--- src/verilog/stitch_macros.svh ---
`ifndef STITCH_MACROS_SVH
`define STITCH_MACROS_SVH

// horizontal timing in video_clk cycles
`define H_SYNC   2
`define H_BACK   3
`define H_DISP   24
`define H_FRONT  3
`define H_TOTAL  32

// vertical timing in lines
`define V_SYNC   1
`define V_BACK   1
`define V_DISP   4
`define V_FRONT  1
`define V_TOTAL  7

// three camera frames side by side make H_DISP
`define CAM_H    8
`define CAM_V    4
`define NUM_CAM  3

// RGB888
`define PIX_W    24
`define CAM_PIX  32
`define ADDR_W   5

// display coordinate widths
`define X_W      6
`define Y_W      4

`endif

--- src/verilog/stitch_pkg.sv ---
package stitch_pkg;

    // phase of a line or of a frame
    typedef enum logic [1:0] {
        PH_SYNC   = 2'd0,
        PH_BACK   = 2'd1,
        PH_ACTIVE = 2'd2,
        PH_FRONT  = 2'd3
    } timing_phase_t;

endpackage

--- src/verilog/cam_capture.sv ---
`timescale 1ns/1ns
`include "stitch_macros.svh"

module cam_capture (
      input  logic                video_clk
    , input  logic                rst_n
    , input  logic                vsync
    , input  logic                href
    , input  logic                clken
    , input  logic [`PIX_W-1:0]  data
    , input  logic [`ADDR_W-1:0] rd_addr
    , output logic [`PIX_W-1:0]  rd_data
    , output logic                frame_ready
);

    localparam int COL_W = $clog2(`CAM_H);
    localparam int ROW_W = $clog2(`CAM_V);

    // one extra bit so the counters can sit past the frame edge
    logic [COL_W:0]         col_cnt;
    logic [ROW_W:0]         row_cnt;
    logic [`ADDR_W:0]       pix_cnt;

    logic                   href_d;
    logic                   vsync_d;
    logic                   href_fall;
    logic                   vsync_rise;

    logic                   pix_valid;
    logic                   in_window;
    logic                   wr_en;
    logic [`ADDR_W-1:0]     wr_addr;

    logic [`PIX_W-1:0]      frame_mem [0:`CAM_PIX-1];

    assign pix_valid  = href && clken && !vsync;
    assign in_window  = (col_cnt < `CAM_H) && (row_cnt < `CAM_V);
    assign wr_en      = pix_valid && in_window;
    assign wr_addr    = {row_cnt[ROW_W-1:0], col_cnt[COL_W-1:0]};

    assign href_fall  = href_d && !href;
    assign vsync_rise = vsync && !vsync_d;

    always_ff @(posedge video_clk) begin
        if (!rst_n) begin
            href_d  <= 1'b0;
            vsync_d <= 1'b0;
        end else begin
            href_d  <= href;
            vsync_d <= vsync;
        end
    end

    // column, row and landed-pixel counters
    always_ff @(posedge video_clk) begin
        if (!rst_n) begin
            col_cnt <= '0;
            row_cnt <= '0;
            pix_cnt <= '0;
        end else if (vsync_rise) begin
            col_cnt <= '0;
            row_cnt <= '0;
            pix_cnt <= '0;
        end else begin
            if (href_fall && !vsync) begin
                col_cnt <= '0;
                if (row_cnt < `CAM_V) begin
                    row_cnt <= row_cnt + 1'b1;
                end
            end else if (pix_valid && (col_cnt < `CAM_H)) begin
                col_cnt <= col_cnt + 1'b1;
            end
            if (wr_en) begin
                pix_cnt <= pix_cnt + 1'b1;
            end
        end
    end

    // sticky flag set only by a complete frame
    always_ff @(posedge video_clk) begin
        if (!rst_n) begin
            frame_ready <= 1'b0;
        end else if (vsync_rise && (pix_cnt == `CAM_PIX)) begin
            frame_ready <= 1'b1;
        end
    end

    // frame store with a one clock read
    always_ff @(posedge video_clk) begin
        if (wr_en) begin
            frame_mem[wr_addr] <= data;
        end
        rd_data <= frame_mem[rd_addr];
    end

    // no write lands past the CAM_PIX entries of one frame
    a_wr_in_frame: assert property (
        @(posedge video_clk) disable iff (!rst_n)
        wr_en |-> (pix_cnt < `CAM_PIX)
    );

endmodule

--- src/verilog/stitch_readout.sv ---
`timescale 1ns/1ns
`include "stitch_macros.svh"

module stitch_readout (
      input  logic                       video_clk
    , input  logic                       rst_n
    , input  stitch_pkg::timing_phase_t  h_phase
    , input  stitch_pkg::timing_phase_t  v_phase
    , input  logic [`X_W-1:0]            pix_x
    , input  logic [`Y_W-1:0]            pix_y
    , input  logic [`PIX_W-1:0]          rd_data0
    , input  logic [`PIX_W-1:0]          rd_data1
    , input  logic [`PIX_W-1:0]          rd_data2
    , input  logic [`NUM_CAM-1:0]        frame_ready
    , output logic [`ADDR_W-1:0]         rd_addr
    , output logic                       video_vsync
    , output logic                       video_href
    , output logic                       video_de
    , output logic [`PIX_W-1:0]          video_data
);

    localparam int COL_W = $clog2(`CAM_H);
    localparam int ROW_W = `ADDR_W - COL_W;

    // CAM_H is a power of two, so slot and column are bit fields of x
    logic [`X_W-COL_W-1:0]  slot;
    logic [COL_W-1:0]       col;
    logic                   active;

    logic [`X_W-COL_W-1:0]  slot_q;
    logic [`NUM_CAM-1:0]    ready_q;

    assign slot    = pix_x[`X_W-1:COL_W];
    assign col     = pix_x[COL_W-1:0];
    assign rd_addr = {pix_y[ROW_W-1:0], col};
    assign active  = (h_phase == stitch_pkg::PH_ACTIVE) &&
                     (v_phase == stitch_pkg::PH_ACTIVE);

    // delay flags by one clock to line up with the store read
    always_ff @(posedge video_clk) begin
        if (!rst_n) begin
            video_vsync <= 1'b0;
            video_href  <= 1'b0;
            video_de    <= 1'b0;
            ready_q     <= '0;
        end else begin
            video_vsync <= (v_phase == stitch_pkg::PH_SYNC);
            video_href  <= (h_phase == stitch_pkg::PH_SYNC);
            video_de    <= active;
            ready_q     <= frame_ready;
        end
    end

    always_ff @(posedge video_clk) begin
        slot_q <= slot;
    end

    // camera for this third of the line or black when not ready
    always_comb begin
        video_data = '0;
        if (video_de) begin
            case (slot_q)
                0: video_data = ready_q[0] ? rd_data0 : '0;
                1: video_data = ready_q[1] ? rd_data1 : '0;
                2: video_data = ready_q[2] ? rd_data2 : '0;
                default: video_data = '0;
            endcase
        end
    end

    a_slot_in_range: assert property (
        @(posedge video_clk) disable iff (!rst_n)
        video_de |-> (slot_q < `NUM_CAM)
    );

endmodule

--- src/verilog/video_stitch_top.sv ---
`timescale 1ns/1ns
`include "stitch_macros.svh"

module video_stitch_top (
      input  logic               video_clk
    , input  logic               rst_n

    , input  logic               cmos0_vsync
    , input  logic               cmos0_href
    , input  logic               cmos0_clken
    , input  logic [`PIX_W-1:0] cmos0_data

    , input  logic               cmos1_vsync
    , input  logic               cmos1_href
    , input  logic               cmos1_clken
    , input  logic [`PIX_W-1:0] cmos1_data

    , input  logic               cmos2_vsync
    , input  logic               cmos2_href
    , input  logic               cmos2_clken
    , input  logic [`PIX_W-1:0] cmos2_data

    , output logic               video_vsync
    , output logic               video_href
    , output logic               video_de
    , output logic [`PIX_W-1:0] video_data
);

    logic                       cam_vsync   [`NUM_CAM];
    logic                       cam_href    [`NUM_CAM];
    logic                       cam_clken   [`NUM_CAM];
    logic [`PIX_W-1:0]          cam_data    [`NUM_CAM];
    logic [`PIX_W-1:0]          cam_rd_data [`NUM_CAM];
    logic [`NUM_CAM-1:0]        cam_ready;

    logic [`ADDR_W-1:0]         rd_addr;
    stitch_pkg::timing_phase_t  h_phase;
    stitch_pkg::timing_phase_t  v_phase;
    logic [`X_W-1:0]            pix_x;
    logic [`Y_W-1:0]            pix_y;

    // gather camera ports for the capture loop
    assign cam_vsync[0] = cmos0_vsync;
    assign cam_href[0]  = cmos0_href;
    assign cam_clken[0] = cmos0_clken;
    assign cam_data[0]  = cmos0_data;

    assign cam_vsync[1] = cmos1_vsync;
    assign cam_href[1]  = cmos1_href;
    assign cam_clken[1] = cmos1_clken;
    assign cam_data[1]  = cmos1_data;

    assign cam_vsync[2] = cmos2_vsync;
    assign cam_href[2]  = cmos2_href;
    assign cam_clken[2] = cmos2_clken;
    assign cam_data[2]  = cmos2_data;

    generate
        for (genvar i = 0; i < `NUM_CAM; i++) begin : g_cam
            cam_capture u_cam_capture (
                  .video_clk   (video_clk)
                , .rst_n       (rst_n)
                , .vsync       (cam_vsync[i])
                , .href        (cam_href[i])
                , .clken       (cam_clken[i])
                , .data        (cam_data[i])
                , .rd_addr     (rd_addr)
                , .rd_data     (cam_rd_data[i])
                , .frame_ready (cam_ready[i])
            );
        end
    endgenerate

    video_timing_gen u_video_timing_gen (
          .video_clk (video_clk)
        , .rst_n     (rst_n)
        , .h_phase   (h_phase)
        , .v_phase   (v_phase)
        , .pix_x     (pix_x)
        , .pix_y     (pix_y)
    );

    stitch_readout u_stitch_readout (
          .video_clk   (video_clk)
        , .rst_n       (rst_n)
        , .h_phase     (h_phase)
        , .v_phase     (v_phase)
        , .pix_x       (pix_x)
        , .pix_y       (pix_y)
        , .rd_data0    (cam_rd_data[0])
        , .rd_data1    (cam_rd_data[1])
        , .rd_data2    (cam_rd_data[2])
        , .frame_ready (cam_ready)
        , .rd_addr     (rd_addr)
        , .video_vsync (video_vsync)
        , .video_href  (video_href)
        , .video_de    (video_de)
        , .video_data  (video_data)
    );

endmodule

--- src/verilog/video_timing_gen.sv ---
`timescale 1ns/1ns
`include "stitch_macros.svh"

module video_timing_gen (
      input  logic                       video_clk
    , input  logic                       rst_n
    , output stitch_pkg::timing_phase_t  h_phase
    , output stitch_pkg::timing_phase_t  v_phase
    , output logic [`X_W-1:0]            pix_x
    , output logic [`Y_W-1:0]            pix_y
);

    // counts within the current phase, not within the whole line
    logic [`X_W-1:0]  h_cnt;
    logic [`Y_W-1:0]  v_cnt;
    logic             h_done;
    logic             v_done;
    logic             line_end;

    function automatic stitch_pkg::timing_phase_t next_phase(
        input stitch_pkg::timing_phase_t ph
    );
        case (ph)
            stitch_pkg::PH_SYNC:   next_phase = stitch_pkg::PH_BACK;
            stitch_pkg::PH_BACK:   next_phase = stitch_pkg::PH_ACTIVE;
            stitch_pkg::PH_ACTIVE: next_phase = stitch_pkg::PH_FRONT;
            default:               next_phase = stitch_pkg::PH_SYNC;
        endcase
    endfunction

    // last clock of each horizontal phase
    always_comb begin
        case (h_phase)
            stitch_pkg::PH_SYNC:   h_done = (h_cnt == `H_SYNC - 1);
            stitch_pkg::PH_BACK:   h_done = (h_cnt == `H_BACK - 1);
            stitch_pkg::PH_ACTIVE: h_done = (h_cnt == `H_DISP - 1);
            default:               h_done = (h_cnt == `H_FRONT - 1);
        endcase
    end

    // last line of each vertical phase
    always_comb begin
        case (v_phase)
            stitch_pkg::PH_SYNC:   v_done = (v_cnt == `V_SYNC - 1);
            stitch_pkg::PH_BACK:   v_done = (v_cnt == `V_BACK - 1);
            stitch_pkg::PH_ACTIVE: v_done = (v_cnt == `V_DISP - 1);
            default:               v_done = (v_cnt == `V_FRONT - 1);
        endcase
    end

    assign line_end = h_done && (h_phase == stitch_pkg::PH_FRONT);

    // reset parks at the start of hsync on the first vsync line
    always_ff @(posedge video_clk) begin
        if (!rst_n) begin
            h_phase <= stitch_pkg::PH_SYNC;
            h_cnt   <= '0;
        end else if (h_done) begin
            h_phase <= next_phase(h_phase);
            h_cnt   <= '0;
        end else begin
            h_cnt   <= h_cnt + 1'b1;
        end
    end

    always_ff @(posedge video_clk) begin
        if (!rst_n) begin
            v_phase <= stitch_pkg::PH_SYNC;
            v_cnt   <= '0;
        end else if (line_end) begin
            if (v_done) begin
                v_phase <= next_phase(v_phase);
                v_cnt   <= '0;
            end else begin
                v_cnt   <= v_cnt + 1'b1;
            end
        end
    end

    assign pix_x = (h_phase == stitch_pkg::PH_ACTIVE) ? h_cnt : '0;
    assign pix_y = (v_phase == stitch_pkg::PH_ACTIVE) ? v_cnt : '0;

    a_coord_in_area: assert property (
        @(posedge video_clk) disable iff (!rst_n)
        (h_phase == stitch_pkg::PH_ACTIVE && v_phase == stitch_pkg::PH_ACTIVE)
            |-> (pix_x < `H_DISP && pix_y < `V_DISP)
    );

endmodule
--- config.mk ---
export PLATFORM = sky130hd
export DESIGN_NAME = video_stitch_top
export DESIGN_NICKNAME = d
export VERILOG_FILES = /design/src/verilog/stitch_pkg.sv /design/src/verilog/cam_capture.sv /design/src/verilog/stitch_readout.sv /design/src/verilog/video_stitch_top.sv /design/src/verilog/video_timing_gen.sv
export VERILOG_INCLUDE_DIRS = /design/src /design/src/verilog
export SDC_FILE = /design/constraint.sdc
export NUM_CORES = 2
export LEC_CHECK = 0
export BUFFER_PORTS_ARGS = -buffer_cell sky130_fd_sc_hd__buf_2
export CORE_MARGIN = 2
export CORE_UTILIZATION = 65
export DETAILED_ROUTE_END_ITERATION = 10
export PLACE_DENSITY = 0.82
export SLEW_MARGIN = 15
export SYNTH_ARGS = -nofsm -noshare
export SYNTH_HDL_FRONTEND = slang
export SYNTH_SLANG_ARGS = --single-unit
--- constraint.sdc ---
create_clock -name video_clk -period 5.3 [get_ports video_clk]
set_input_delay 1.325 -clock video_clk [delete_from_list [all_inputs] [get_ports video_clk]]
set_output_delay 1.325 -clock video_clk [all_outputs]
set_load 0.05 [all_outputs]
==> results.md <==
- Status: finished with violations
- Failing checks: DRC
- # DRC: 7
- First-pass detailed-route iteration total: 11
- Max clock buf depth: 3
- Worst Path Arrival: roughly 3400 ps
- Antenna-violating nets left: 0
- H-tree levels: 4
- Post-synth EDFFs: between 2,000 and 2,500
- Final cell count without fillers: around 8,000
- Initial cell density of the core: about two thirds
- Setup bufs post-CTS: 0
- Initial DRC count: around 11,000
- Final Hold Viols: 0
- Max-slew headroom: approximately 14%
- Pwr Density: about 420 nW/µm²
- Max VDD drop: around 0.00044 V
- GRT Overall Usage: about a third
- Async set-reset flop share out of synthesis: 0%
- Cts repair resizes: 0
- Sinks on Clock Net: between 2,000 and 2,500
- Clock Skew: around 38 ps
- NumNets Final: approximately 6,000
- Synthesized flop and latch total: around 2,400
- Post-Route WL: ~270 mm
- Root Driver: clkbuf_16
- CTS tree: yes
- Vias in the first global route: ~57,000
- Max_cap viols: 0
- Fmax achieved: ~0.21 GHz
- Min Hold Slack: 480.4 ps
- Clock transition at path regs: 60 ps
- Placed Cells incl. Taps: 7,572
- Crit path kind: flop to output port
- Fin crit period: 4721 ps
- RSZ-0062 raised after global routing: false
- Die height: slightly below 400 µm
- Mapped cell area: 96,910 µm²
- Num CTS Buffers: around 220
- Sum Neg Setup Slack: 0 ps
- Remaining Overflow, GRT: 0
- Slew Limit Fails: 0
- First-pass GRT wire length: slightly below 400 mm
- Required time of the worst setup path: ~4000 ps
- Initial antenna violation count: 20
- Sequential-to-total area share from yosys stat: ~74%
- Gpl congestion: between 0.9 and 1
- Mapped Cells: ~5,800
- Part of the cycle the worst path needs: slightly below 90%
- # port buffers: approximately 110
- HP Class: flop to flop
- Vias/cell: 7.248
- Die area: approximately 150,000 µm²
- Worst-Margin Slew: 1281 ps
- Dpl hpwl: roughly 150 mm
- Max Fanout on Critical Path: 11
- Final setup violation count: 0
- Synth Flop Type: edfxtp_1
- Core outline area: about 150,000 µm²
- Vias: around 58,000
- Crit. End Element: output port
- Clk_lat worst skew: a little under 900 ps
- Critical Path Source Type: flop
- Hold-fix buffers, CTS: 0
- Mean Syn Cell Area: 16.64 µm²
- Layout cells sized above 1: 15.77%
- Largest net degree at the start of global routing: ~170
- Ys Warns: 0
- Die X: between 300 and 400 µm
- Per-cell routed wire length: about 34 µm
- Overall Power: around 45 mW
- Post-Syn Nets: between 5,000 and 6,000
- Row cnt: about 140
- Ports: 110
- Post-synthesis to final-layout area growth: 11.08%
- Post-synthesis cell type count: 63
- Leakage power: between 30 and 40 nW
final timing paths:
path | from | endpoint | slack [ps] | depth (start not counted)
worst max-delay path | u_stitch_readout.slot_q[0]$_SDFF_PP0_ | video_data[21] | 580 | 6
worst max register to register | u_video_timing_gen.v_phase[0]$_SDFFE_PN0P_ | g_cam[1].u_cam_capture.rd_data[17]$_DFF_P_ | 1440 | 8
worst min register to register | g_cam[1].u_cam_capture.frame_ready$_SDFFE_PN0P_ | g_cam[1].u_cam_capture.frame_ready$_SDFFE_PN0P_ | 480 | 1
worst min-delay path | g_cam[1].u_cam_capture.frame_ready$_SDFFE_PN0P_ | g_cam[1].u_cam_capture.frame_ready$_SDFFE_PN0P_ | 480 | 1
synth_stat cells, drive strengths merged, types with 12 or more instances:
cell type	count	area share, %
a211oi	13	0.10
a21oi	209	1.1
a221o	118	1.2
a221oi	53	0.48
a222oi	143	1.5
a22o	62	0.56
a22oi	136	1.1
a31oi	96	0.62
and2	30	0.19
buf	218	1.3
clkbuf	188	0.73
dfxtp	143	3.0
edfxtp	2304	71
ha	40	0.52
inv	127	0.49
mux2	123	1.5
mux2i	372	3.8
mux4	134	3.1
nand2	159	0.62
nand2b	241	1.6
nand3b	98	0.76
nor2	296	1.2
o21ai	275	1.4
o221ai	45	0.41
o22ai	76	0.49
xnor2	12	0.11
xor2	18	0.16
sequential cells by signal (all words and copies together) (netlist names):
name / cells
g_cam.u_cam_capture.frame_mem: 2304
g_cam.u_cam_capture.rd_data: 72
g_cam.u_cam_capture.pix_cnt: 18
g_cam.u_cam_capture.col_cnt: 12
g_cam.u_cam_capture.row_cnt: 9
u_video_timing_gen.h_cnt: 6
u_video_timing_gen.v_cnt: 4
g_cam.u_cam_capture.frame_ready: 3
g_cam.u_cam_capture.href_d: 3
g_cam.u_cam_capture.vsync_d: 3
u_stitch_readout.ready_q: 3
u_stitch_readout.slot_q: 3
u_video_timing_gen.h_phase: 2
u_video_timing_gen.v_phase: 2
u_stitch_readout.video_de: 1
u_stitch_readout.video_href: 1
u_stitch_readout.video_vsync: 1
per-stage QoR:
stage	utilization, %	setup WS [ps]	area [µm²]
floorplan	-	1529	96910
CTS	72.72	675.3	107500
finish	72.81	579.5	107600
detailed placement	67.46	1166	99730
global route	72.80	588.5	107600
global placement	67.44	89.52	99710
placed cells by master, fill, tap and decap left out, types with 125 or more instances in the layout:
cell type  count
a21oi_1      209
a222oi_1     143
a22oi_1      136
clkbuf_16    224
dfxtp_1      141
edfxtp_1    2304
inv_1        125
mux2i_1      372
mux4_2       134
nand2_1      155
nand2b_1     240
nor2_1       194
o21ai_0      268
cell families (layout without fill, tap and decap cells):
family	Yosys count	in the layout	share of synthesized area, %
AO/OA/AOI/OAI	1271	1271	9.313
XOR/XNOR	30	30	0.2711
adder cells (fa/ha/maj)	40	40	0.5164
buffers and inverters	533	783	2.482
flip-flops	2447	2447	74.35
multiplexers	629	629	8.432
other	0	11	0
AND/OR/NAND/NOR	873	873	4.639
critical path, stage by stage, from the launching register on:
cell	delay, ps
dfxtp_1	370
nor4b_2	670
buf_4	390
buf_4	270
a222oi_1	130
nor2_1	320
buf_2	340
routing by layer:
layer	wire length, µm	global-route usage (%)
met3	41110	9.918
met2	122800	52.78
met4	15410	17.86
met5	151	0
met1	90980	48.07
power by group:
group	leakage (nW)	total, mW	internal, mW	switching [mW]
registers	21.9	21.5	21.3	0.272
clock network	3.81	17.0	9.79	7.18
logic	8.75	6.78	2.45	4.33
cell type report:
| type | instances | area, µm² |
|---|---|---|
| diodes | 11 | 27.53 |
| clock buffers | 285 | 6035 |
| clock inverters | 141 | 1739 |
| fillers | 8192 | 40190 |
| inverters | 127 | 476.7 |
| multi-input cells | 2843 | 23130 |
| flip-flops and latches | 2447 | 72060 |
| well taps | 1930 | 2415 |
| repair buffers | 230 | 1760 |
Note: power is estimated with default switching activity, not from simulation.
